File: src/pma_pkg.sv
// Shared sizes, attribute codes and transfer structs for the PMA access gate
package pma_pkg;

  //////////////////////////////
  // Sizes
  //////////////////////////////

  localparam int XLEN       = 32;
  localparam int PLEN       = 32;
  localparam int PMA_CNT    = 4;
  localparam int TCM_WORDS  = 1024;
  localparam int TCM_AW     = $clog2(TCM_WORDS);
  localparam int WDOG_LIMIT = 16;
  localparam int WDOG_CNT_W = $clog2(WDOG_LIMIT + 1);

  //////////////////////////////
  // Codes
  //////////////////////////////

  typedef enum logic [1:0] {MEM_EMPTY, MEM_MAIN, MEM_IO, MEM_TCM} mem_type_e;

  typedef enum logic [1:0] {PMA_OFF, PMA_TOR, PMA_NA4, PMA_NAPOT} pma_mode_e;

  // Transfer size, matches the core's encoding
  typedef enum logic [2:0] {BYTE = 3'd0, HWORD = 3'd1, WORD = 3'd2} xfer_size_e;

  typedef enum logic [1:0] {
    FAULT_NONE,
    FAULT_ACCESS,
    FAULT_MISALIGNED,
    FAULT_TIMEOUT
  } fault_cause_e;

  //////////////////////////////
  // Structs
  //////////////////////////////

  // Region descriptor, 14 bits
  typedef struct packed {
    mem_type_e   mem_type;
    logic        readable;
    logic        writable;
    logic        executable;
    logic        cacheable;
    logic        coherent;
    logic        idem_rd;
    logic        idem_wr;
    logic        misaligned;
    logic [1:0]  amo_type;
    pma_mode_e   mode;
  } pma_cfg_t;

  // Core transfer, 71 bits
  typedef struct packed {
    logic [PLEN-1:0] adr;
    logic [XLEN-1:0] dat;
    xfer_size_e      size;
    logic            we;
    logic            instr;
    // Reserved for lock and AMO hints
    logic [1:0]      rsvd;
  } core_req_t;

  // External master request, 70 bits
  typedef struct packed {
    logic [PLEN-1:0] adr;
    logic [XLEN-1:0] dat;
    logic [3:0]      sel;
    logic            we;
    logic            tga_cacheable;
  } ext_req_t;

  typedef struct packed {
    logic access_fault;
    logic misaligned_fault;
    logic to_tcm;
    logic to_ext;
    logic cacheable;
  } pma_result_t;

  // Most recent fault
  typedef struct packed {
    fault_cause_e    cause;
    logic [PLEN-1:0] adr;
    logic            valid;
  } fault_rec_t;

endpackage

File: src/bus_watchdog.sv
// Down counter that flags an external transfer waiting too long for an acknowledge
`timescale 1ns/100ps

module bus_watchdog (
  input  logic clk_i,
  input  logic reset_i,
  input  logic start_i,
  input  logic busy_i,
  output logic expired_o
);
  import pma_pkg::*;

  logic [WDOG_CNT_W-1:0] cnt_q;

  always_ff @(posedge clk_i) begin
    if (reset_i) begin
      cnt_q     <= '0;
      expired_o <= 1'b0;
    end else begin
      expired_o <= 1'b0;
      if (start_i) begin
        cnt_q <= WDOG_CNT_W'(WDOG_LIMIT);
      end else if (!busy_i) begin
        // Transfer done, never fires late
        cnt_q <= '0;
      end else if (cnt_q != '0) begin
        cnt_q <= cnt_q - 1'b1;
        // Pulse on the step to zero
        expired_o <= (cnt_q == WDOG_CNT_W'(1));
      end
    end
  end

endmodule

File: config.mk
export PLATFORM = sky130hd
export DESIGN_NAME = bus_watchdog
export DESIGN_NICKNAME = d
export VERILOG_FILES = /design/src/pma_pkg.sv /design/src/bus_watchdog.sv
export SDC_FILE = /design/constraint.sdc
export NUM_CORES = 1
export LEC_CHECK = 0
export BUFFER_PORTS_ARGS = -buffer_cell sky130_fd_sc_hd__buf_2
export CAP_MARGIN = 20
export CORE_AREA = 2 2 39 41
export DETAILED_ROUTE_END_ITERATION = 6
export DIE_AREA = 0 0 41 43
export SLEW_MARGIN = 20
export SYNTH_ARGS = -nofsm -noshare
export SYNTH_HDL_FRONTEND = slang
export SYNTH_SLANG_ARGS = --single-unit
export TNS_END_PERCENT = 50
File: constraint.sdc
create_clock -name clk_i -period 1.71 [get_ports clk_i]
set_clock_uncertainty 0.1 [all_clocks]
set_input_delay 0 -clock clk_i [delete_from_list [all_inputs] [get_ports clk_i]]
set_output_delay 0 -clock clk_i [all_outputs]
set_load 0.02 [all_outputs]
After elaboration in Yosys (flattened, before gate mapping)
Cells that the tools add are included.

Flip-flop bits (word level): 6. Logic and storage cells: 14.

Add/subtract/negate cells: 1. Eq/ne operators: 2. Mux-type cells: 3. Bitwise logic cells: 2. Reductions and logical operators: 3.

Operators by type and width (count): 2-to-1 mux 5 bit (3); equality test 5 x 1 -> 1 bit (second input constant) (1); nonzero test 5 bit (1); subtractor 5 x 1 -> 5 bit (second input constant) (1); OR reduction 4 bit (1); inequality test 3 x 2 -> 1 bit (second input constant) (1); OR reduction 3 bit (1); inverter 1 bit (2).

Longest topological paths before layout
Gate-level depths: netlist (run 1).

Depth in word-level cells: 4. Depth in mapped cells: 5. Gate-level depth less buffers: 5.

Worst setup path after synthesis (run 1)
No wires, ideal clock.

Kind: register to register. From: register cnt_q[0]. To: register cnt_q[0]. Library setup time: 115 ps. Arrival time: 1236 ps. Required time: 1495 ps. Setup slack: 259 ps. Stages on the path, launching flop included: 6. Clock period less this slack: 1451 ps. Cell sequence: dfxtp_1 inv_1 ha_1 or4b_4 xnor2_1 nor2_1.

Longest elaborated chain between the ends: 1. Elaborated cells on any way between the ends: 2. Classes of those cells: add/sub (1); reduce/logical (1).

Ends and longest elaborated chain: start: declaration (RTL line bus_watchdog.sv:13) `logic [WDOG_CNT_W-1:0] cnt_q;`; start signal: assignment (RTL line bus_watchdog.sv:22) `cnt_q <= WDOG_CNT_W'(WDOG_LIMIT);`; start signal: assignment (RTL line bus_watchdog.sv:27) `cnt_q <= cnt_q - 1'b1;`; subtractor 5 x 1 -> 5 bit or nonzero test 5 bit (tied branches) (RTL line bus_watchdog.sv:27, bus_watchdog.sv:26).

Several ways; a longest one is shown, not always the timed one. A chain may end at the register's enable or synchronous reset.

Worst setup path after layout (run 1)
Same ends and word-level chain as after synthesis.

==> impl_metrics.tcl, run 1 <==
set metrics [dict create \
    status "completed" \
    first_global_vias 201 \
    die_h_um 43 \
    row_count 14 \
    grt-ovfl-total 0 \
    clkTransAtPathRegs_ns 0.04 \
    crit_arrival_ns 1.56 \
    yosys_register_bits 6 \
    p_per_area_mw_per_mm2 872.7 \
    vdd_drop_max_mv 0.6031 \
    rsz0062_at_grt "no" \
    syn_nets 33 \
    layout-drive-gt1-share 0.2973 \
    vias_per_cell 4.113 \
    port_buffers 4 \
    cts.sinks 6 \
    gp_congestion 0.6670 \
    synthCells 27 \
    dpl_worst_slack_ns 0.1767 \
    crit_family "simple AND/OR/NAND/NOR gates" \
    final_cells 53 \
    cp_slowest_stage_delay_ns 0.52 \
    drc 0 \
    drt_iter0_drc 2 \
    cts_buffer_depth 2 \
    vias 218 \
    crit_fanout 4 \
    antenna_found_initial 0 \
    hold_class "reg -> reg" \
    post_cts_buffers 0 \
    setup_viol 0 \
    relSlewSlack 0.8680 \
    core_mm2 0.001384 \
    ys.warnings.count 0 \
    track_usage 0.07222 \
    end_kind "flip-flop" \
    hold_violations 0 \
    initial_core_util 0.1980 \
    grt_start_max_net_pins 6 \
    area_growth_pct 33.79 \
    setup_tns_ns 0 \
    p_leak_nw 0.1446 \
    numCtsBuffers 3 \
    cts_tree "yes" \
    required_ns 1.74 \
    period_needed_ns 1.531 \
    worst_slack_ns 0.1787 \
    synth.yosys.seq_area_share 0.4384 \
    drt_pass1_iterations 4 \
    die-area_mm2 0.001763 \
    multi_input_area_um2 146.4 \
    hold_ws_ns 0.3601 \
    final_max_slew_viol_count 0 \
    fin_util 0.2649 \
    fin_nets 45 \
    nFillCells 155 \
    cts_root_buf "clkbuf_4" \
    crit_buf_inv 1 \
    wl_um 471 \
    worstMarginPinSlew_ns 0.1965 \
    dieWidth_um 41 \
    synthesis.area_um2 274.0 \
    grt_pass1_wl_um 786 \
    avgSynthCellArea_um2 10.15 \
    ioPinCount 5 \
    wire_per_inst_um 8.887 \
    drv_cap 0 \
    crit_type "reg -> reg" \
    fin_crit_sh 0.8955 \
    ant_nets 0 \
    crit_slowest_cell "or4b_4" \
    ys_types 12 \
    cp-start-kind "flip-flop" \
    seqCellArea_um2 120.1 \
    fmax_mhz 653.0 \
    n_antenna_cell 0 \
    dpl.cell_count 47 \
    clk_latency_ns 0.24 \
    hpwlAfterDp_um 324.5 \
    ctsHtreeMaxLevel 1 \
    crit_path_cell_trace "inv_1, ha_1, or4b_4, xnor2_1, nor2_1" \
]
==> final timing paths <==
kind | depth (start not counted) | slack [ns] | end | start
max | 5 | 0.18 | cnt_q[0] | cnt_q[0]
min | 1 | 0.36 | expired_o | cnt_q[4]
max reg2reg | 5 | 0.18 | cnt_q[0] | cnt_q[0]
min reg2reg | 1 | 0.36 | expired_o | cnt_q[4]
==> flip-flops by register name, summed over array words and instances, names as in the netlist <==
| name | count |
|---|---|
| expired_o | 1 |
| cnt_q | 5 |
==> repair_timing <==
| item | 4_1_cts | 5_1_grt |
|---|---|---|
| hold buffers | 3 | 0 |
| resized for setup | 0 | 0 |
| endpoints found under the hold margin | 2 | 0 |
==> Yosys cell counts (all sizes together) <==
cell type,count,area share
a211oi,1,0.046
ha,2,0.091
or4b,2,0.087
xnor2,3,0.096
inv,2,0.027
nor2,5,0.069
a31oi,1,0.023
or3b,2,0.064
dfxtp,6,0.44
nor3,2,0.037
nand2b,1,0.023
==> per-layer routing <==
layer / vias to the layer above / global-route usage / wire length (um)
met5: - / 0 / 0
met3: 2 / 0.06283 / 27
met2: 4 / 0.1063 / 230
met4: 0 / 0.04000 / 8
met1: 97 / 0.06410 / 205
li1: 115 / - / -
==> report_power, final <==
group | total, mW | internal (mW) | leakage [nW] | switching (mW)
Sequential | 0.150 | 0.145 | 0.0488 | 0.00468
Clock | 0.125 | 0.0791 | 0.0138 | 0.0463
Combinational | 0.0447 | 0.0264 | 0.0820 | 0.0183
Total | 0.320 | 0.251 | 0.145 | 0.0692
==> per-stage QoR <==
stage | total power [mW] | area (um^2)
2_1_floorplan | 0.1830 | 274.0
5_1_grt | 0.3439 | 366.6
3_3_place_gp | 0.1915 | 314.1
6_report | 0.3199 | 366.6
3_5_place_dp | 0.1918 | 314.1
4_1_cts | 0.3285 | 366.6
==> layout by cell type, fill, tap and decap left out, drive strengths merged <==
| master | synthesis | layout |
|---|---|---|
| buf | 0 | 4 |
| ha | 2 | 2 |
| dlygate4sd3 | 0 | 3 |
| a211oi | 1 | 1 |
| xnor2 | 3 | 3 |
| a31oi | 1 | 1 |
| or4b | 2 | 2 |
| or3b | 2 | 2 |
| nand2b | 1 | 1 |
| clkbuf | 0 | 3 |
| dfxtp | 6 | 6 |
| nor2 | 5 | 5 |
| inv | 2 | 2 |
| nor3 | 2 | 2 |
==> final cells by class <==
type / count / share of cell area
inverter: 2 / 0.02048
tap: 16 / 0.05461
timing repair buffer: 7 / 0.1365
multi-input combinational: 19 / 0.3993
clock buffer: 3 / 0.06143
sequential: 6 / 0.3276
==> kinds of logic after synthesis <==
| logic type | Yosys count | share of synthesized area |
|---|---|---|
| AND/OR/NAND/NOR | 12 | 0.2786 |
| adder cells (fa/ha/maj) | 2 | 0.09131 |
| XOR/XNOR | 3 | 0.09591 |
| AO/OA/AOI/OAI | 2 | 0.06850 |
| buffers and inverters | 2 | 0.02741 |
| flip-flops | 6 | 0.4384 |
==> worst register-to-register path, delay by kind of cell (launching register included) <==
family	cells	cell delay (ns)
simple gates	2	0.57
xor+xnor	1	0.17
fa+ha+maj	1	0.20
flops	1	0.33
buf+inv	1	0.06
(Power assumes the default switching activity.)
==> run 2, diff against run 1 <==
ABC_AREA = 1   (was unset)
PLACE_DENSITY_LB_ADDON = 0.3   (was unset)
==> impl_metrics.tcl, run 2 <==
set metrics [dict create \
    status "completed" \
    final_cells 70 \
    crit_type "reg -> reg" \
    relSlewSlack 0.8525 \
    gp_congestion 0.7108 \
    hpwlAfterDp_um 423.5 \
    core_mm2 0.001384 \
    clkTransAtPathRegs_ns 0.05 \
    power.switching_mw 0.08523 \
    synth_top_cell_by_area "dfxtp_1" \
    vias 278 \
    largest_reg_flops 5 \
    crit_slowest_cell "dlygate4sd3_1" \
    drc 0 \
    avgSynthCellArea_um2 7.062 \
    dr.max_layer_used "met4" \
    worstMarginPinSlew_ns 0.2210 \
    fmax_mhz 621.1 \
    synth.yosys.seq_area_share 0.3780 \
    crit_path_cell_trace "inv_1, ha_1, nand2_1, nand2_1, a21oi_1, dlygate4sd3_1" \
    clockPowerShare 0.404 \
    dpl_worst_slack_ns 0.4790 \
    reg_top3 "cnt_q (5), expired_o (1)" \
    wire_per_inst_um 8.157 \
    pwr-share-seq 0.452 \
    ant_nets 0 \
    grt_start_max_net_pins 7 \
    ioPinCount 5 \
    syn_nets 51 \
    wl_met1_um 279 \
    cp-start-kind "flip-flop" \
    crit_family "buffers and inverters" \
    synthTopCellsByCount "nand2_1 (9), nor2_1 (9), dfxtp_1 (6)" \
    die_h_um 43 \
    async_flop_share 0 \
    clk_latency_ns 0.24 \
    layout-drive-gt1-share 0.2593 \
    ys.warnings.count 0 \
    synth_top_area_share 0.3780 \
    synthFlopType "dfxtp_1" \
    cts.sinks 6 \
    row_count 14 \
    ys_types 12 \
    synthCells 45 \
    dpl.cell_count 65 \
    numCtsBuffers 3 \
    n_antenna_cell 0 \
    drt_pass1_iterations 2 \
    p_per_area_mw_per_mm2 826.7 \
    p_sw_frac 0.2575 \
    die-area_mm2 0.001763 \
    setup_viol 0 \
    cp_slowest_stage_delay_ns 0.55 \
    synth_edf_count 0 \
    crit_arrival_ns 1.70 \
    fin_nets 62 \
    internal-power_mw 0.2458 \
    post_cts_buffers 0 \
    crit_top_cell "nand2_1" \
    power_frac_comb 0.143 \
    rsz0062_at_grt "no" \
    layout_common_cells "nor2_1 (9), nand2_1 (9), dfxtp_1 (6), inv_1 (5)" \
    total_power_mw 0.3310 \
    port_buffers 4 \
    period_needed_ns 1.610 \
    track_usage 0.07924 \
    post_cts_resize_count 0 \
    p_leak_nw 0.2014 \
    drv_cap 0 \
    cts_tree "yes" \
    hold_class "in -> reg" \
    crit_fanout 5 \
    required_ns 1.80 \
    initial_core_util 0.2297 \
    top_register "cnt_q" \
    dieWidth_um 41 \
    hold_violations 0 \
    yosys_register_bits 6 \
    worst_slack_ns 0.09989 \
    first_global_vias 243 \
    crit_buf_inv 2 \
    synthesis.area_um2 317.8 \
    cts_buffer_depth 2 \
    fin_crit_sh 0.9416 \
    antenna_found_initial 0 \
    wl_um 571 \
    end_kind "flip-flop" \
    hold_buffers 2 \
    met3_length_um 11 \
    grt_pass1_wl_um 883 \
    drt_iter0_drc 3 \
    vias_per_cell 3.971 \
    setup_tns_ns 0 \
    final_max_slew_viol_count 0 \
    synth_area_leaders "dfxtp_1 (38%), nand2_1 (11%), nor2_1 (11%)" \
    area_growth_pct 25.98 \
    vdd_drop_max_mv 0.1570 \
    ctsHtreeMaxLevel 1 \
    grt-ovfl-total 0 \
    wl_met2_um 264 \
    cts_root_buf "clkbuf_4" \
]
==> run 2: cell count changes in the layout (fill, tap and decap cells not counted), moves of 2 or more <==
cell,change
or3b_2,-2
nor2_4,+2
nor2_1,+4
a21oi_1,+2
inv_2,+2
nor3_1,-2
nand2_1,+9
nand2_2,+2
nand3_1,+4
xnor2_1,-3
inv_1,+3
==> run 2: logic make-up after synthesis <==
family	after synthesis	synth area share
compound gates	3	0.05513
fa+ha+maj	2	0.07873
buf+inv	7	0.08269
flops	6	0.3780
simple gates	27	0.4055
==> run 2: worst paths after layout <==
kind                                from         to  slack (ns)  cells after the start
worst max-delay path            cnt_q[0]   cnt_q[4]         0.1                      6
worst min-delay path             start_i   cnt_q[0]       0.008                      6
worst min register to register  cnt_q[4]  expired_o        0.50                      3
worst max register to register  cnt_q[0]   cnt_q[4]         0.1                      6
==> run 2: worst reg2reg max path, stage by stage (launching register included) <==
cell and delay [ns]:
dfxtp_1 0.33, inv_1 0.08, ha_1 0.25, nand2_1 0.09, nand2_1 0.05, a21oi_1 0.11
dlygate4sd3_1 0.55
==> run 2: layer usage <==
layer	track usage	vias up
met3	0.03141	2
met2	0.1031	5
li1	-	156
met5	0	-
met1	0.08974	115
met4	0.08000	0
==> run 2: area by class of cell <==
class | instances | area, um^2
well taps | 16 | 20.02
multi-input cells | 32 | 171.4
flip-flops and latches | 6 | 120.1
fillers | 167 | 983.4
inverters | 7 | 26.28
clock buffers | 3 | 22.52
repair buffers | 6 | 40.04
==> run 2: per-stage QoR <==
step	area [um^2]	utilization	hold WS (ns)
2_1_floorplan	317.8	-	-0.03093
3_3_place_gp	357.8	0.2586	0.08649
3_5_place_dp	357.8	0.2586	0.08904
4_1_cts	400.4	0.2893	0.007659
5_1_grt	400.4	0.2893	0.07026
6_report	400.4	0.2893	0.007908
==> run 2: power by group through the flow <==
stage | Sequential [mW] | Clock [mW] | Combinational, mW
finish | 0.150 | 0.134 | 0.0475
global route | 0.150 | 0.142 | 0.0542
CTS | 0.150 | 0.138 | 0.0478
detailed placement | 0.152 | 0 | 0.0440
global placement | 0.152 | 0 | 0.0448
floorplan | 0.151 | 0 | 0.0345
==> run 3, diff against run 2 <==
TNS_END_PERCENT = 30   (was 50)
clock period = 1.6 ns   (was 1.71 ns; I/O delays follow)
==> impl_metrics.tcl, run 3 (synthesized netlist as in run 2, its figures left out) <==
set metrics [dict create \
    antenna_found_initial 0 \
    period_needed_ns 1.252 \
    worstSetupEndpoint "cnt_q[1]" \
    fmax_mhz 799.0 \
    core_mm2 0.001384 \
    gp_congestion 0.6784 \
    largest_reg_flops 5 \
    cts_tree "yes" \
    reg_top3 "cnt_q (5), expired_o (1)" \
    worstMarginPinSlew_ns 0.2059 \
    relSlewSlack 0.8625 \
    fin_util 0.2966 \
    numCtsBuffers 3 \
    port_buffers 4 \
    cp-start-kind "flip-flop" \
    grt-ovfl-total 0 \
    cts.sinks 6 \
    crit_slowest_cell "dfxtp_1" \
    drt_pass1_iterations 3 \
    placed_cell_area_um2 357.8 \
    top_register "cnt_q" \
    worstHoldPathCells 3 \
    layout_common_cells "nor2_1 (9), nand2_1 (9), dfxtp_1 (6), inv_1 (5)" \
    cp_slowest_stage_delay_ns 0.31 \
    clk_latency_ns 0.25 \
    vias 291 \
    seqCellArea_um2 120.1 \
    layout-drive-gt1-share 0.2545 \
    clkTransAtPathRegs_ns 0.05 \
    ctsHtreeMaxLevel 1 \
    first_global_vias 248 \
    drt_iter0_drc 5 \
    row_count 14 \
    n_antenna_cell 0 \
    fin_nets 63 \
    crit_path_cell_trace "inv_1, ha_1, inv_2, nor2_4, nand3_1, nand2_1, nor2_1" \
    dpl.cell_count 65 \
    ant_nets 0 \
    final_cell_area_um2 410.4 \
    area_growth_pct 29.13 \
    cts_root_buf "clkbuf_4" \
    initial_core_util 0.2297 \
    rr_endpoint "cnt_q[1]" \
    required_ns 1.64 \
    r2r_start "cnt_q[0]" \
    post_cts_resize_count 0 \
    rrSetupSlack_ns 0.35 \
    die-area_mm2 0.001763 \
    crit_fanout 6 \
    fin_crit_sh 0.7823 \
    drc 0 \
    hold_violations 0 \
    ioPinCount 5 \
    nFillCells 153 \
    cts_buffer_depth 2 \
    end_kind "flip-flop" \
    rsz0062_at_grt "no" \
    total_power_mw 0.3562 \
    setup_tns_ns 0 \
    die_h_um 43 \
    vdd_drop_max_mv 0.2059 \
    grt_pass1_wl_um 959 \
    hold_class "in -> reg" \
    vias_per_cell 4.099 \
    crit_arrival_ns 1.29 \
    r2r_cells 7 \
    track_usage 0.08534 \
    setup_viol 0 \
    p_per_area_mw_per_mm2 867.9 \
    cp-startpoint "cnt_q[0]" \
    final_max_slew_viol_count 0 \
    crit_type "reg -> reg" \
    post_cts_buffers 0 \
    multi_input_area_um2 171.4 \
    status "completed" \
    drv_cap 0 \
    wl_um 572 \
    dieWidth_um 41 \
    grt_start_max_net_pins 7 \
    hpwlAfterDp_um 410.2 \
    p_leak_nw 0.2042 \
    final_cells 71 \
    wire_per_inst_um 8.056 \
]
## run 3: cell types whose count changed in the layout (fill, tap and decap cells not counted), sizes merged
cell	delta
dlygate4sd3	+1
## run 3: per-layer routing
| metal | part of all wire | global-route usage |
|---|---|---|
| met4 | 0.033 | 0.1000 |
| met1 | 0.50 | 0.09968 |
| met5 | 0 | 0 |
| met3 | 0.026 | 0.01571 |
| met2 | 0.44 | 0.1125 |
## run 3: timing repair
item / in CTS / in global routing
hold endpoints to repair: 6 / 0
endpoints found under the setup margin: 0 / 0
hold buffers: 3 / 0
## run 3: report_power, final
group	total [mW]	leakage (nW)	internal (mW)	switching, mW
clock network	0.144	0.0138	0.0851	0.0587
logic	0.0526	0.142	0.0241	0.0285
registers	0.160	0.0488	0.155	0.00489
total	0.356	0.204	0.264	0.0921
## run 3: worst min-delay path by stage
stage	from	end
after floorplan	reset_i	cnt_q[4]
after global placement	reset_i	cnt_q[4]
after detailed placement	reset_i	cnt_q[4]
after CTS	reset_i	cnt_q[4]
after global routing	reset_i	cnt_q[4]
final	reset_i	cnt_q[4]
## run 3: stage by stage
stage	worst slack (ns)	hold slack, ns
floorplan	0.4493	-0.03093
global placement	0.3573	0.08830
detailed placement	0.3464	0.08904
CTS	0.3444	0.3612
global route	0.2465	0.3629
finish	0.3484	0.3596
## run 3: layout make-up
class,instances,share of cell area
well taps,16,0.04878
clock buffers,3,0.05488
multi-input cells,32,0.4177
repair buffers,7,0.1220
inverters,7,0.06402
flip-flops and latches,6,0.2927
## run 3: critical path, delay by kind of cell, from the launching register on
kind,cells,cell delay (ns)
and+or+nand+nor,4,0.33
DFF,1,0.31
buffers and inverters,2,0.19
adders and majority gates,1,0.23
