==> src/pma_pkg.sv <==
// Shared sizes, attribute codes and transfer structs for the PMA access gate
package pma_pkg;

  //////////////////////////////
  // Sizes
  //////////////////////////////

  localparam int XLEN       = 32;
  localparam int PLEN       = 32;
  localparam int PMA_CNT    = 4;
  localparam int TCM_WORDS  = 1024;
  localparam int TCM_AW     = $clog2(TCM_WORDS);
  localparam int WDOG_LIMIT = 16;
  localparam int WDOG_CNT_W = $clog2(WDOG_LIMIT + 1);

  //////////////////////////////
  // Codes
  //////////////////////////////

  typedef enum logic [1:0] {MEM_EMPTY, MEM_MAIN, MEM_IO, MEM_TCM} mem_type_e;

  typedef enum logic [1:0] {PMA_OFF, PMA_TOR, PMA_NA4, PMA_NAPOT} pma_mode_e;

  // Transfer size, matches the core's encoding
  typedef enum logic [2:0] {BYTE = 3'd0, HWORD = 3'd1, WORD = 3'd2} xfer_size_e;

  typedef enum logic [1:0] {
    FAULT_NONE,
    FAULT_ACCESS,
    FAULT_MISALIGNED,
    FAULT_TIMEOUT
  } fault_cause_e;

  //////////////////////////////
  // Structs
  //////////////////////////////

  // Region descriptor, 14 bits
  typedef struct packed {
    mem_type_e   mem_type;
    logic        readable;
    logic        writable;
    logic        executable;
    logic        cacheable;
    logic        coherent;
    logic        idem_rd;
    logic        idem_wr;
    logic        misaligned;
    logic [1:0]  amo_type;
    pma_mode_e   mode;
  } pma_cfg_t;

  // Core transfer, 71 bits
  typedef struct packed {
    logic [PLEN-1:0] adr;
    logic [XLEN-1:0] dat;
    xfer_size_e      size;
    logic            we;
    logic            instr;
    // Reserved for lock and AMO hints
    logic [1:0]      rsvd;
  } core_req_t;

  // External master request, 70 bits
  typedef struct packed {
    logic [PLEN-1:0] adr;
    logic [XLEN-1:0] dat;
    logic [3:0]      sel;
    logic            we;
    logic            tga_cacheable;
  } ext_req_t;

  typedef struct packed {
    logic access_fault;
    logic misaligned_fault;
    logic to_tcm;
    logic to_ext;
    logic cacheable;
  } pma_result_t;

  // Most recent fault
  typedef struct packed {
    fault_cause_e    cause;
    logic [PLEN-1:0] adr;
    logic            valid;
  } fault_rec_t;

endpackage

==> src/access_sequencer.sv <==
// Transfer FSM steering core requests to the TCM, the external master or a fault
`timescale 1ns/100ps

module access_sequencer (
  input  logic                       clk_i,
  input  logic                       reset_i,
  input  logic                       core_cyc_i,
  input  logic                       core_stb_i,
  input  pma_pkg::core_req_t         core_req_i,
  input  pma_pkg::pma_result_t       result_i,
  output logic                       core_ack_o,
  output logic                       core_err_o,
  output logic [pma_pkg::XLEN-1:0]   core_dat_o,
  output logic                       tcm_en_o,
  output logic                       tcm_we_o,
  output logic [pma_pkg::TCM_AW-1:0] tcm_adr_o,
  output logic [3:0]                 tcm_sel_o,
  output logic [pma_pkg::XLEN-1:0]   tcm_dat_o,
  input  logic [pma_pkg::XLEN-1:0]   tcm_dat_i,
  output logic                       ext_cyc_o,
  output logic                       ext_stb_o,
  output pma_pkg::ext_req_t          ext_req_o,
  input  logic                       ext_ack_i,
  input  logic                       ext_err_i,
  input  logic [pma_pkg::XLEN-1:0]   ext_dat_i,
  output logic                       wdog_start_o,
  input  logic                       wdog_expired_i,
  output pma_pkg::fault_rec_t        fault_o
);
  import pma_pkg::*;

  typedef enum logic [2:0] {S_IDLE, S_CHECK, S_TCM, S_EXT, S_RESP, S_FAULT} state_e;

  state_e          state_q;
  logic            ext_cyc_q;
  logic            rsp_err_q;
  fault_rec_t      fault_q;
  core_req_t       req_q;
  pma_result_t     res_q;
  logic [XLEN-1:0] ext_dat_q;
  logic [3:0]      sel;

  // Byte lanes from offset and size
  always_comb begin
    case (req_q.size)
      BYTE:    sel = 4'b0001 << req_q.adr[1:0];
      HWORD:   sel = 4'b0011 << req_q.adr[1:0];
      default: sel = 4'b1111;
    endcase
  end

  //////////////////////////////
  // Control
  //////////////////////////////

  always_ff @(posedge clk_i) begin
    if (reset_i) begin
      state_q   <= S_IDLE;
      ext_cyc_q <= 1'b0;
      rsp_err_q <= 1'b0;
      fault_q   <= '{cause: FAULT_NONE, adr: '0, valid: 1'b0};
    end else begin
      case (state_q)
        S_IDLE: begin
          if (core_cyc_i && core_stb_i) begin
            state_q <= S_CHECK;
          end
        end
        // Live request still held by the core
        S_CHECK: begin
          if (result_i.to_tcm) begin
            state_q <= S_TCM;
          end else if (result_i.to_ext) begin
            state_q <= S_EXT;
          end else begin
            state_q <= S_FAULT;
          end
        end
        S_TCM: begin
          rsp_err_q <= 1'b0;
          state_q   <= S_RESP;
        end
        S_FAULT: begin
          rsp_err_q <= 1'b1;
          fault_q   <= '{cause: res_q.misaligned_fault ? FAULT_MISALIGNED : FAULT_ACCESS,
                         adr: req_q.adr, valid: 1'b1};
          state_q   <= S_RESP;
        end
        S_EXT: begin
          // First cycle only arms the watchdog
          if (!ext_cyc_q) begin
            ext_cyc_q <= 1'b1;
          end else if (ext_ack_i || ext_err_i || wdog_expired_i) begin
            ext_cyc_q <= 1'b0;
            state_q   <= S_RESP;
            rsp_err_q <= !ext_ack_i;
            if (!ext_ack_i) begin
              fault_q <= '{cause: ext_err_i ? FAULT_ACCESS : FAULT_TIMEOUT,
                           adr: req_q.adr, valid: 1'b1};
            end
          end
        end
        default: begin
          state_q <= S_IDLE;
        end
      endcase
    end
  end

  // Payload, no reset
  always_ff @(posedge clk_i) begin
    if (state_q == S_CHECK) begin
      req_q <= core_req_i;
      res_q <= result_i;
    end
    if (state_q == S_EXT && ext_cyc_q && ext_ack_i) begin
      ext_dat_q <= ext_dat_i;
    end
  end

  //////////////////////////////
  // Outputs
  //////////////////////////////

  assign core_ack_o = (state_q == S_RESP) && !rsp_err_q;
  assign core_err_o = (state_q == S_RESP) && rsp_err_q;
  // TCM read data stays on the RAM register until the next enable
  assign core_dat_o = res_q.to_tcm ? tcm_dat_i : ext_dat_q;

  assign tcm_en_o   = (state_q == S_TCM);
  assign tcm_we_o   = req_q.we;
  assign tcm_adr_o  = req_q.adr[TCM_AW+1:2];
  assign tcm_sel_o  = sel;
  assign tcm_dat_o  = req_q.dat;

  assign ext_cyc_o  = ext_cyc_q;
  assign ext_stb_o  = ext_cyc_q;
  assign ext_req_o  = '{adr: req_q.adr, dat: req_q.dat, sel: sel, we: req_q.we,
                        tga_cacheable: res_q.cacheable};

  assign wdog_start_o = (state_q == S_EXT) && !ext_cyc_q;
  assign fault_o      = fault_q;

endmodule

==> config.mk <==
export PLATFORM = sky130hd
export DESIGN_NAME = access_sequencer
export DESIGN_NICKNAME = d
export VERILOG_FILES = /design/src/pma_pkg.sv /design/src/access_sequencer.sv
export SDC_FILE = /design/constraint.sdc
export NUM_CORES = 1
export LEC_CHECK = 0
export BUFFER_PORTS_ARGS = -buffer_cell sky130_fd_sc_hd__buf_2
export CAP_MARGIN = 10
export CORE_AREA = 2 2 130 132
export DETAILED_ROUTE_END_ITERATION = 7
export DIE_AREA = 0 0 132 134
export GPL_ROUTABILITY_DRIVEN = 0
export GPL_TIMING_DRIVEN = 0
export PLACE_DENSITY = 0.68
export SYNTH_ARGS = -nofsm -noshare
export SYNTH_HDL_FRONTEND = slang
export SYNTH_SLANG_ARGS = --single-unit
==> constraint.sdc <==
create_clock -name clk_i -period 4.7 [get_ports clk_i]
set_clock_uncertainty 0.1 [all_clocks]
set_input_delay 0 -clock clk_i [delete_from_list [all_inputs] [get_ports clk_i]]
set_output_delay 0 -clock clk_i [all_outputs]
set_load 0.005 [all_outputs]
---- After elaboration in Yosys (flattened, before gate mapping) ----
Index checks and enable logic that the tools add are counted.
storage, ports and cells
  register bits ........................... 143
  latch bits .............................. 0
  RAM bits ................................ 0
  bits in read-only memories .............. 0
  input port bits ......................... 147
  output and inout port bits .............. 190
  word-level logic and storage cells ...... 64
  memories ................................ 0
operators by class
  add/sub/neg operators ................... 0
  multipliers ............................. 0
  div/mod/pow operators ................... 0
  $lt $le $gt $ge ......................... 0
  equal/unequal tests ..................... 10
  shifts and indexed selects .............. 2
  muxes and demuxes ....................... 19
  bitwise gates (word level) .............. 0
  reductions and logical operators ........ 19
operator list
  kind                                                 number
  2-to-1 mux 35 bit                                    3
  case mux 35 bit (2 select lines)                     1
  2-to-1 mux 32 bit                                    1
  2-to-1 mux 3 bit                                     5
  case mux 3 bit (4 select lines)                      1
  inequality test 2 bit, second input constant         4
  case mux 4 bit (2 select lines)                      1
  equality test 3 x 1 -> 1 bit, second input constant  2
  equality test 3 x 2 -> 1 bit, second input constant  2
  equality test 3 bit, second input constant           2
  logical AND 1 bit                                    6
  logical NOT 3 bit                                    2
  AND reduction 3 bit                                  2
  2-to-1 mux 1 bit                                     4
  2-to-1 mux 2 bit                                     2
  AND reduction 4 bit                                  1
  << shifter 1 x 2 -> 4 bit, first input constant      1
  << shifter 2 x 2 -> 4 bit, first input constant      1
  logical NOT 1 bit                                    3
  case mux 1 bit (3 select lines)                      1
  nonzero test 3 bit                                   1
  logical OR 1 bit                                     2
  nonzero test 2 bit                                   1
  OR reduction 2 bit                                   1

---- Depth between registers and ports, before layout ----
Gate-level depths: netlist (run 1).
  depth in word-level cells ............... 5
  depth in mapped cells ................... 6
  gate-level depth less buffers ........... 3

---- Least setup slack after synthesis (run 1) ----
No wires, ideal clock.
  path type ............................... register to register
  start ................................... register state_q[1]
  end ..................................... register res_q, in the netlist ext_req_o[0] (enable)
  library setup time ...................... 0.437 ns
  arrival time ............................ 2.216 ns
  path slack .............................. 1.947 ns
  stages on the path, launching flop included .. 3
  period minus slack after synthesis ...... 2.753 ns
  cell sequence ........................... dfxtp_1 > nor2_1 > and2_1
between the ends
  longest elaborated chain between the ends .. 1
ends and longest elaborated chain
  item                          RTL line                 text
  from (decl)                   access_sequencer.sv:34   state_e state_q;
  from (signal assigned)        access_sequencer.sv:58   state_q <= S_IDLE;
  from (signal assigned)        access_sequencer.sv:66   state_q <= S_CHECK;
  from (signal assigned)        access_sequencer.sv:72   state_q <= S_TCM;
  equality test 3 x 1 -> 1 bit  access_sequencer.sv:112  if (state_q == S_CHECK) begin
  to (signal assigned)          access_sequencer.sv:114  res_q <= result_i;
  to (decl)                     access_sequencer.sv:39   pma_result_t res_q;
No other way between the ends.
A chain may end at the register's enable or synchronous reset.

---- Final worst setup path (run 1) ----
  start ................................... register ext_cyc_q (netlist: ext_cyc_o)
  end ..................................... register state_q[1]
between the ends
  longest elaborated chain between the ends .. 2
ends and longest elaborated chain
  item                             RTL line                text
  from (decl)                      access_sequencer.sv:35  logic ext_cyc_q;
  from (signal assigned)           access_sequencer.sv:59  ext_cyc_q <= 1'b0;
  from (signal assigned)           access_sequencer.sv:92  ext_cyc_q <= 1'b1;
  from (signal assigned)           access_sequencer.sv:94  ext_cyc_q <= 1'b0;
  inequality test 2 bit (no line)  -
  AND reduction 3 bit (no line)    -
No other way between the ends.

==> results of run 1 <==
[power by group through the flow]
| stage | sequential, mW | clock, mW | combinational [mW] |
|---|---|---|---|
| after CTS | 1.44 | 1.32 | 0.415 |
| final | 1.44 | 1.28 | 0.414 |
| after floorplan | 1.46 | 0 | 0.169 |
| after global routing | 1.44 | 1.37 | 0.448 |
| after global placement | 1.47 | 0 | 0.326 |
| after detailed placement | 1.46 | 0 | 0.339 |
[timing repair]
item | 4_1_cts | 5_1_grt
buffers inserted | 0 | 0
endpoints found under the hold margin | 110 | 0
setup endpoints to repair | 0 | 0
hold buffers | 113 | 0
[worst max-delay path, delay by kind of cell, from the launching register on]
kind | cells | cell delay [ns]
simple gates | 1 | 0.15
flops | 1 | 0.38
buf+inv | 3 | 1.45
compound gates | 2 | 0.26
[kinds of logic (layout without fill, tap and decap cells)]
group,Yosys count,in the layout,synth area share
compound gates,21,21,0.0260
buf+inv,133,612,0.161
flops,143,143,0.637
mux,64,64,0.111
other cells,0,1,0
simple gates,90,90,0.0641
[per-layer routing]
metal | up-vias | track usage
li1 | 2390 | -
met1 | 2249 | 0.206
met2 | 204 | 0.366
met3 | 13 | 0.0661
met4 | 0 | 0.0610
met5 | - | 0
[per-stage QoR]
step	instances	util	worst slack [ns]	power (mW)
after floorplan	451	-	1.95	1.63
after global placement	1003	0.494	1.00	1.79
after detailed placement	1005	0.497	2.67	1.80
after CTS	1150	0.602	2.27	3.17
after global routing	1151	0.602	2.14	3.26
final	1151	0.602	2.25	3.14
[how the worst max path moves through the flow]
stage                           from       endpoint  slack, ns  depth (start not counted)
after floorplan           state_q[1]   ext_req_o[0]       1.95                          2
after global placement    state_q[1]  ext_req_o[41]       1.00                          2
after detailed placement  state_q[1]  ext_dat_q[13]       2.67                          4
after CTS                  ext_cyc_o     state_q[1]       2.27                          6
after global routing       ext_cyc_o     state_q[1]       2.14                          6
final                      ext_cyc_o     state_q[1]       2.25                          6
[sequential cells by signal (all words and copies together) (netlist names), 2 cells and up]
signal     flops
req_q          3
state_q        3
res_q          2
tcm_dat_o     32
ext_req_o     33
fault_o       35
ext_dat_q     32
[final cells by class]
cell class | instances | area share
Multi-Input combinational cell | 175 | 0.126
Antenna cell | 1 | 0.000255
Tap cell | 220 | 0.0281
Buffer | 131 | 0.0998
Clock buffer | 25 | 0.0540
Inverter | 2 | 0.000766
Clock inverter | 7 | 0.00498
Sequential cell | 143 | 0.397
Timing Repair Buffer | 447 | 0.289
[cells in the mapped netlist]
cell type / n
a21o_1: 1
a21oi_1: 5
a221o_1: 1
a311oi_1: 2
a31o_2: 2
a31oi_4: 1
and2_1: 1
and3_1: 1
and3b_1: 2
and4bb_2: 1
buf_12: 3
buf_2: 5
buf_4: 113
buf_6: 1
clkbuf_1: 9
dfxtp_1: 40
edfxtp_1: 103
inv_1: 2
mux2_2: 32
mux2i_1: 32
nand2_1: 70
nand2b_1: 2
nand3b_1: 1
nor2_1: 5
nor2b_1: 2
nor3_1: 2
nor3b_1: 1
nor4b_1: 2
o211ai_1: 1
o21a_1: 2
o21ai_0: 4
o21ba_2: 1
o31ai_1: 1
==> flow_summary.ini, run 1 <==
[status]
status = completed

[clock_tree]
clk_pin_slew_ns = 0.06
cts.sinks = 143
cts_tree = done
cts_buffers = 17
cts_max_level = 4
ctsRootBufferMaster = clkbuf_16
clkLatencyLatePin_ns = 0.41
post_cts_resized = 0
clk_path_buf_depth = 2

[timing]
rsz0062_at_grt = false
period_share = 0.521
period_minus_slack_ns = 2.45
hold_slack_ns = 0.0318
setup_violations = 0
slew_violations = 0
setup-tns-final_ns = 0
relSlewSlack = 0.614
hold_viol_final = 0
clock.fmax_mhz = 408
worstMarginPinSlew_ns = 0.580

[worst_setup_path]
critPathKind = reg2reg
worstPathRequired_ns = 4.89
crit_arrival_ns = 2.64
rr_worst_depth = 6
r2r_slack_ns = 2.25
crit_path_start_kind = register
rr_startpoint = ext_cyc_o
critPathMaxStageDelay_ns = 0.60
crit_path_max_fanout = 7
end_kind = register
path_cells = clkbuf_1, o31ai_1, dlygate4sd3_1, nand2_1, a21oi_1, dlygate4sd3_1
crit_top_cell = dlygate4sd3_1
timing.rr.end = state_q[1]
cp_slowest_cell = dlygate4sd3_1

[floorplan]
die_area_mm2 = 0.0177
core_region_area_mm2 = 0.0163
initial_utilization = 0.375
dieHeight_um = 134
die_width_um = 132
ioPinCount = 337
rows = 47

[routing]
vias = 4856
wire_per_inst_um = 15.0
met3WireLength_mm = 1.33
wl_met2_mm = 9.14
drcViolationCount = 0
wl_met1_mm = 6.56
vias_per_cell = 4.22
first_iter_violations = 153
routed.top_layer = met4
ant_nets = 0
wl_mm = 17.3
dr.pass1.iters = 4

[power]
combPwrFrac = 0.132
power.density_mw_per_mm2 = 320
clockPowerShare = 0.409
peakVddDrop_uv = 224
power_frac_seq = 0.458
intPower_mw = 2.45
power.switching_mw = 0.681
p_leak_nw = 4.67
swShare = 0.217

[placed_design]
hpwl_mm = 12.1
numPortBuffers = 332
place_area_mm2 = 0.00809

[logic_synthesis]
ys_ff_latch = 143
synth.area.top_cells = edfxtp_1, buf_4, dfxtp_1
synth_top_area_frac = 0.506
syn_area_mm2 = 0.00611
syn_inst = 451
yosysSeqAreaShare = 0.637
synth_warnings = 0
mappedNetlistNets = 598
post-synth-top-area-cell = edfxtp_1
syn_area_per_cell_um2 = 13.5
synth_cell_types = 33

[final_layout]
layout.nets = 1064
drive_gt1_frac = 0.561
layout_common_cells = buf_2, buf_4, dlygate4sd3_1, edfxtp_1, nand2_1
area_delta_synth_final_pct = 60.4
final_common_cell = buf_2
multi_input_area_mm2 = 0.00123
final_area_mm2 = 0.00980
fillerInstances = 1277
register_area_mm2 = 0.00389

[min_path]
min_to = rsp_err_q
hold_class = in2reg
hold_path_depth = 3
holdCritStartpoint = ext_ack_i

[grt]
grt_pass1_wl_mm = 26.6
grt_overflow_total = 0
grtUsageTotal = 0.195
grt_max_degree = 44
antenna_found_initial = 1
grt_pass1_vias = 4986

[run]
cap_violations = 0
Power figures use the tool's default switching activity.
==> run 2, diff against run 1 <==
--- a/config.mk
+++ b/config.mk
@@ -5,11 +5,12 @@
 export SDC_FILE = /design/constraint.sdc
 export NUM_CORES = 1
 export LEC_CHECK = 0
+export ABC_AREA = 1
 export BUFFER_PORTS_ARGS = -buffer_cell sky130_fd_sc_hd__buf_2
 export CAP_MARGIN = 10
-export CORE_AREA = 2 2 130 132
+export CORE_AREA = 2 2 131 133
 export DETAILED_ROUTE_END_ITERATION = 7
-export DIE_AREA = 0 0 132 134
+export DIE_AREA = 0 0 133 135
 export GPL_ROUTABILITY_DRIVEN = 0
 export GPL_TIMING_DRIVEN = 0
 export PLACE_DENSITY = 0.68
==> constraint.sdc (replaced) <==
create_clock -name clk_i -period 2.6 [get_ports clk_i]
set_clock_uncertainty 0.1 [all_clocks]
set_input_delay 0 -clock clk_i [delete_from_list [all_inputs] [get_ports clk_i]]
set_output_delay 0 -clock clk_i [all_outputs]
set_load 0.005 [all_outputs]
==> flow_summary.ini, run 2 <==
[status]
status = completed

[placed_design]
numPortBuffers = 332
hpwl_mm = 12.1
dp.cells = 1054

[floorplan]
core_region_area_mm2 = 0.0164
ioPinCount = 337
dieHeight_um = 135
rows = 47
initial_utilization = 0.375
die_width_um = 133
die_area_mm2 = 0.0180

[clock_tree]
post_cts_buffers = 0
clk_path_buf_depth = 2
clk_pin_slew_ns = 0.06
cts_max_level = 4
post_cts_resized = 0
cts.sinks = 143
clkLatencyLatePin_ns = 0.42
cts_buffers = 17
ctsRootBufferMaster = clkbuf_16
ctsHoldBuffers = 109
cts_tree = done

[logic_synthesis]
ys_ff_latch = 143
yosys.cell_count.top_type = buf_4
synthTopCellsByCount = buf_4, edfxtp_1, nor2_1
synth.area.top_cells = edfxtp_1, buf_4, dfxtp_1
synth_cell_types = 24
synth-async-reset-ratio = 0
syn_area_per_cell_um2 = 12.3
syn_area_mm2 = 0.00616
syn_inst = 499
ys.flop_type = edfxtp_1
yosysSeqAreaShare = 0.632
post-synth-top-area-cell = edfxtp_1
mappedNetlistNets = 646
synth_top_area_frac = 0.502
synth_warnings = 0
synth-edff-count = 103

[min_path]
hold_class = in2reg

[timing]
period_share = 0.874
slew_violations = 0
relSlewSlack = 0.348
hold_viol_final = 0
hold_slack_ns = 0.0499
clock.fmax_mhz = 440
worstMarginPinSlew_ns = 0.975
setup-tns-final_ns = 0
rsz0062_at_grt = false
period_minus_slack_ns = 2.27
setup_violations = 0

[worst_setup_path]
worstPathRequired_ns = 2.86
critPathKind = reg2reg
cp_slowest_cell = nor3_4
path_cells = inv_2, nor3_4, a21oi_1, nor3_1, dlygate4sd3_1
crit_path_max_fanout = 18
crit_arrival_ns = 2.53
crit_path_start_kind = register
critPathMaxStageDelay_ns = 0.78
end_kind = register

[grt]
grtUsageTotal = 0.188
grt_pass1_wl_mm = 25.8
antenna_found_initial = 0
grt_max_degree = 33
grt_pass1_vias = 5159
grt_overflow_total = 0

[final_layout]
final_common_cell = buf_2
drive_gt1_frac = 0.559
final_cells = 1195
area_delta_synth_final_pct = 59.5
layout_common_cells = buf_2, buf_4, dlygate4sd3_1, edfxtp_1, nor2_1
fillerInstances = 1315
num_antenna_cells = 0
layout.nets = 1109
largest_reg_flops = 35

[power]
power.density_mw_per_mm2 = 601
peakVddDrop_uv = 406
p_leak_nw = 4.48

[run]
cap_violations = 0

[routing]
ant_nets = 0
dr.pass1.iters = 4
drcViolationCount = 0
first_iter_violations = 224
vias = 5019
wl_mm = 17.2
vias_per_cell = 4.20
wire_per_inst_um = 14.4
-- run 2: cell count changes in the layout (fill, tap and decap cells not counted), sizes merged, moves of 5 or more --
cell,delta
nand2,-17
inv,+10
clkbuf,-12
nand3b,+30
mux2i,-32
buf,+5
nor2,+73
-- run 2: critical path: cells and delay by family, from the launching register on --
family	cells	cell delay, ns
flops	1	0.36
simple gates	2	0.98
buf+inv	2	0.61
compound gates	1	0.16
-- run 2: layout make-up --
cell class / count / area (um^2) / area share
inverters: 11 / 46.3 / 0.00471
plain buffers: 130 / 970 / 0.0987
clock inverters: 14 / 116 / 0.0118
repair buffers: 444 / 2820 / 0.287
well taps: 220 / 275 / 0.0280
multi-input cells: 215 / 1270 / 0.129
flip-flops and latches: 143 / 3900 / 0.397
clock buffers: 18 / 429 / 0.0437
-- run 2: path summary, 6_finish.rpt --
check | from | end | slack, ns | cells after the start
worst max-delay path | state_q[0] | state_q[2] | 0.33 | 5
worst min-delay path | wdog_expired_i | fault_o[33] | 0.05 | 8
worst max register to register | state_q[0] | state_q[2] | 0.33 | 5
worst min register to register | fault_o[33] | fault_o[33] | 0.36 | 2
-- run 2: cell families (layout without fill, tap and decap cells) --
logic type | after synthesis | count (layout) | share of synthesized area
AND/OR/NAND/NOR | 170 | 170 | 0.133
multiplexers | 32 | 32 | 0.0585
buffers and inverters | 141 | 617 | 0.165
AO/OA/AOI/OAI | 13 | 13 | 0.0110
flip-flops | 143 | 143 | 0.632
-- run 2: where the power goes --
part | switching (mW) | total, mW | internal [mW]
clock | 0.938 | 2.25 | 1.31
sequential | 0.0761 | 2.68 | 2.60
combinational | 0.370 | 0.975 | 0.605
-- run 2: per-layer routing --
metal / vias up / GRT usage / routed length, um
li1: 2493 / - / -
met1: 2280 / 0.196 / 6550
met2: 226 / 0.353 / 9000
met3: 20 / 0.0593 / 1340
met4: 0 / 0.0759 / 303
met5: - / 0 / 0
-- run 2: stage by stage --
stage          power (mW)  worst slack (ns)  cell area [um^2]  utilization
5_1_grt              6.14             0.149              9820        0.599
4_1_cts              5.97             0.272              9820        0.599
3_3_place_gp         3.53             -1.17              8110        0.494
6_report             5.90             0.328              9820        0.599
2_1_floorplan        3.15            -0.198              6170            -
3_5_place_dp         3.57             0.523              8190        0.499
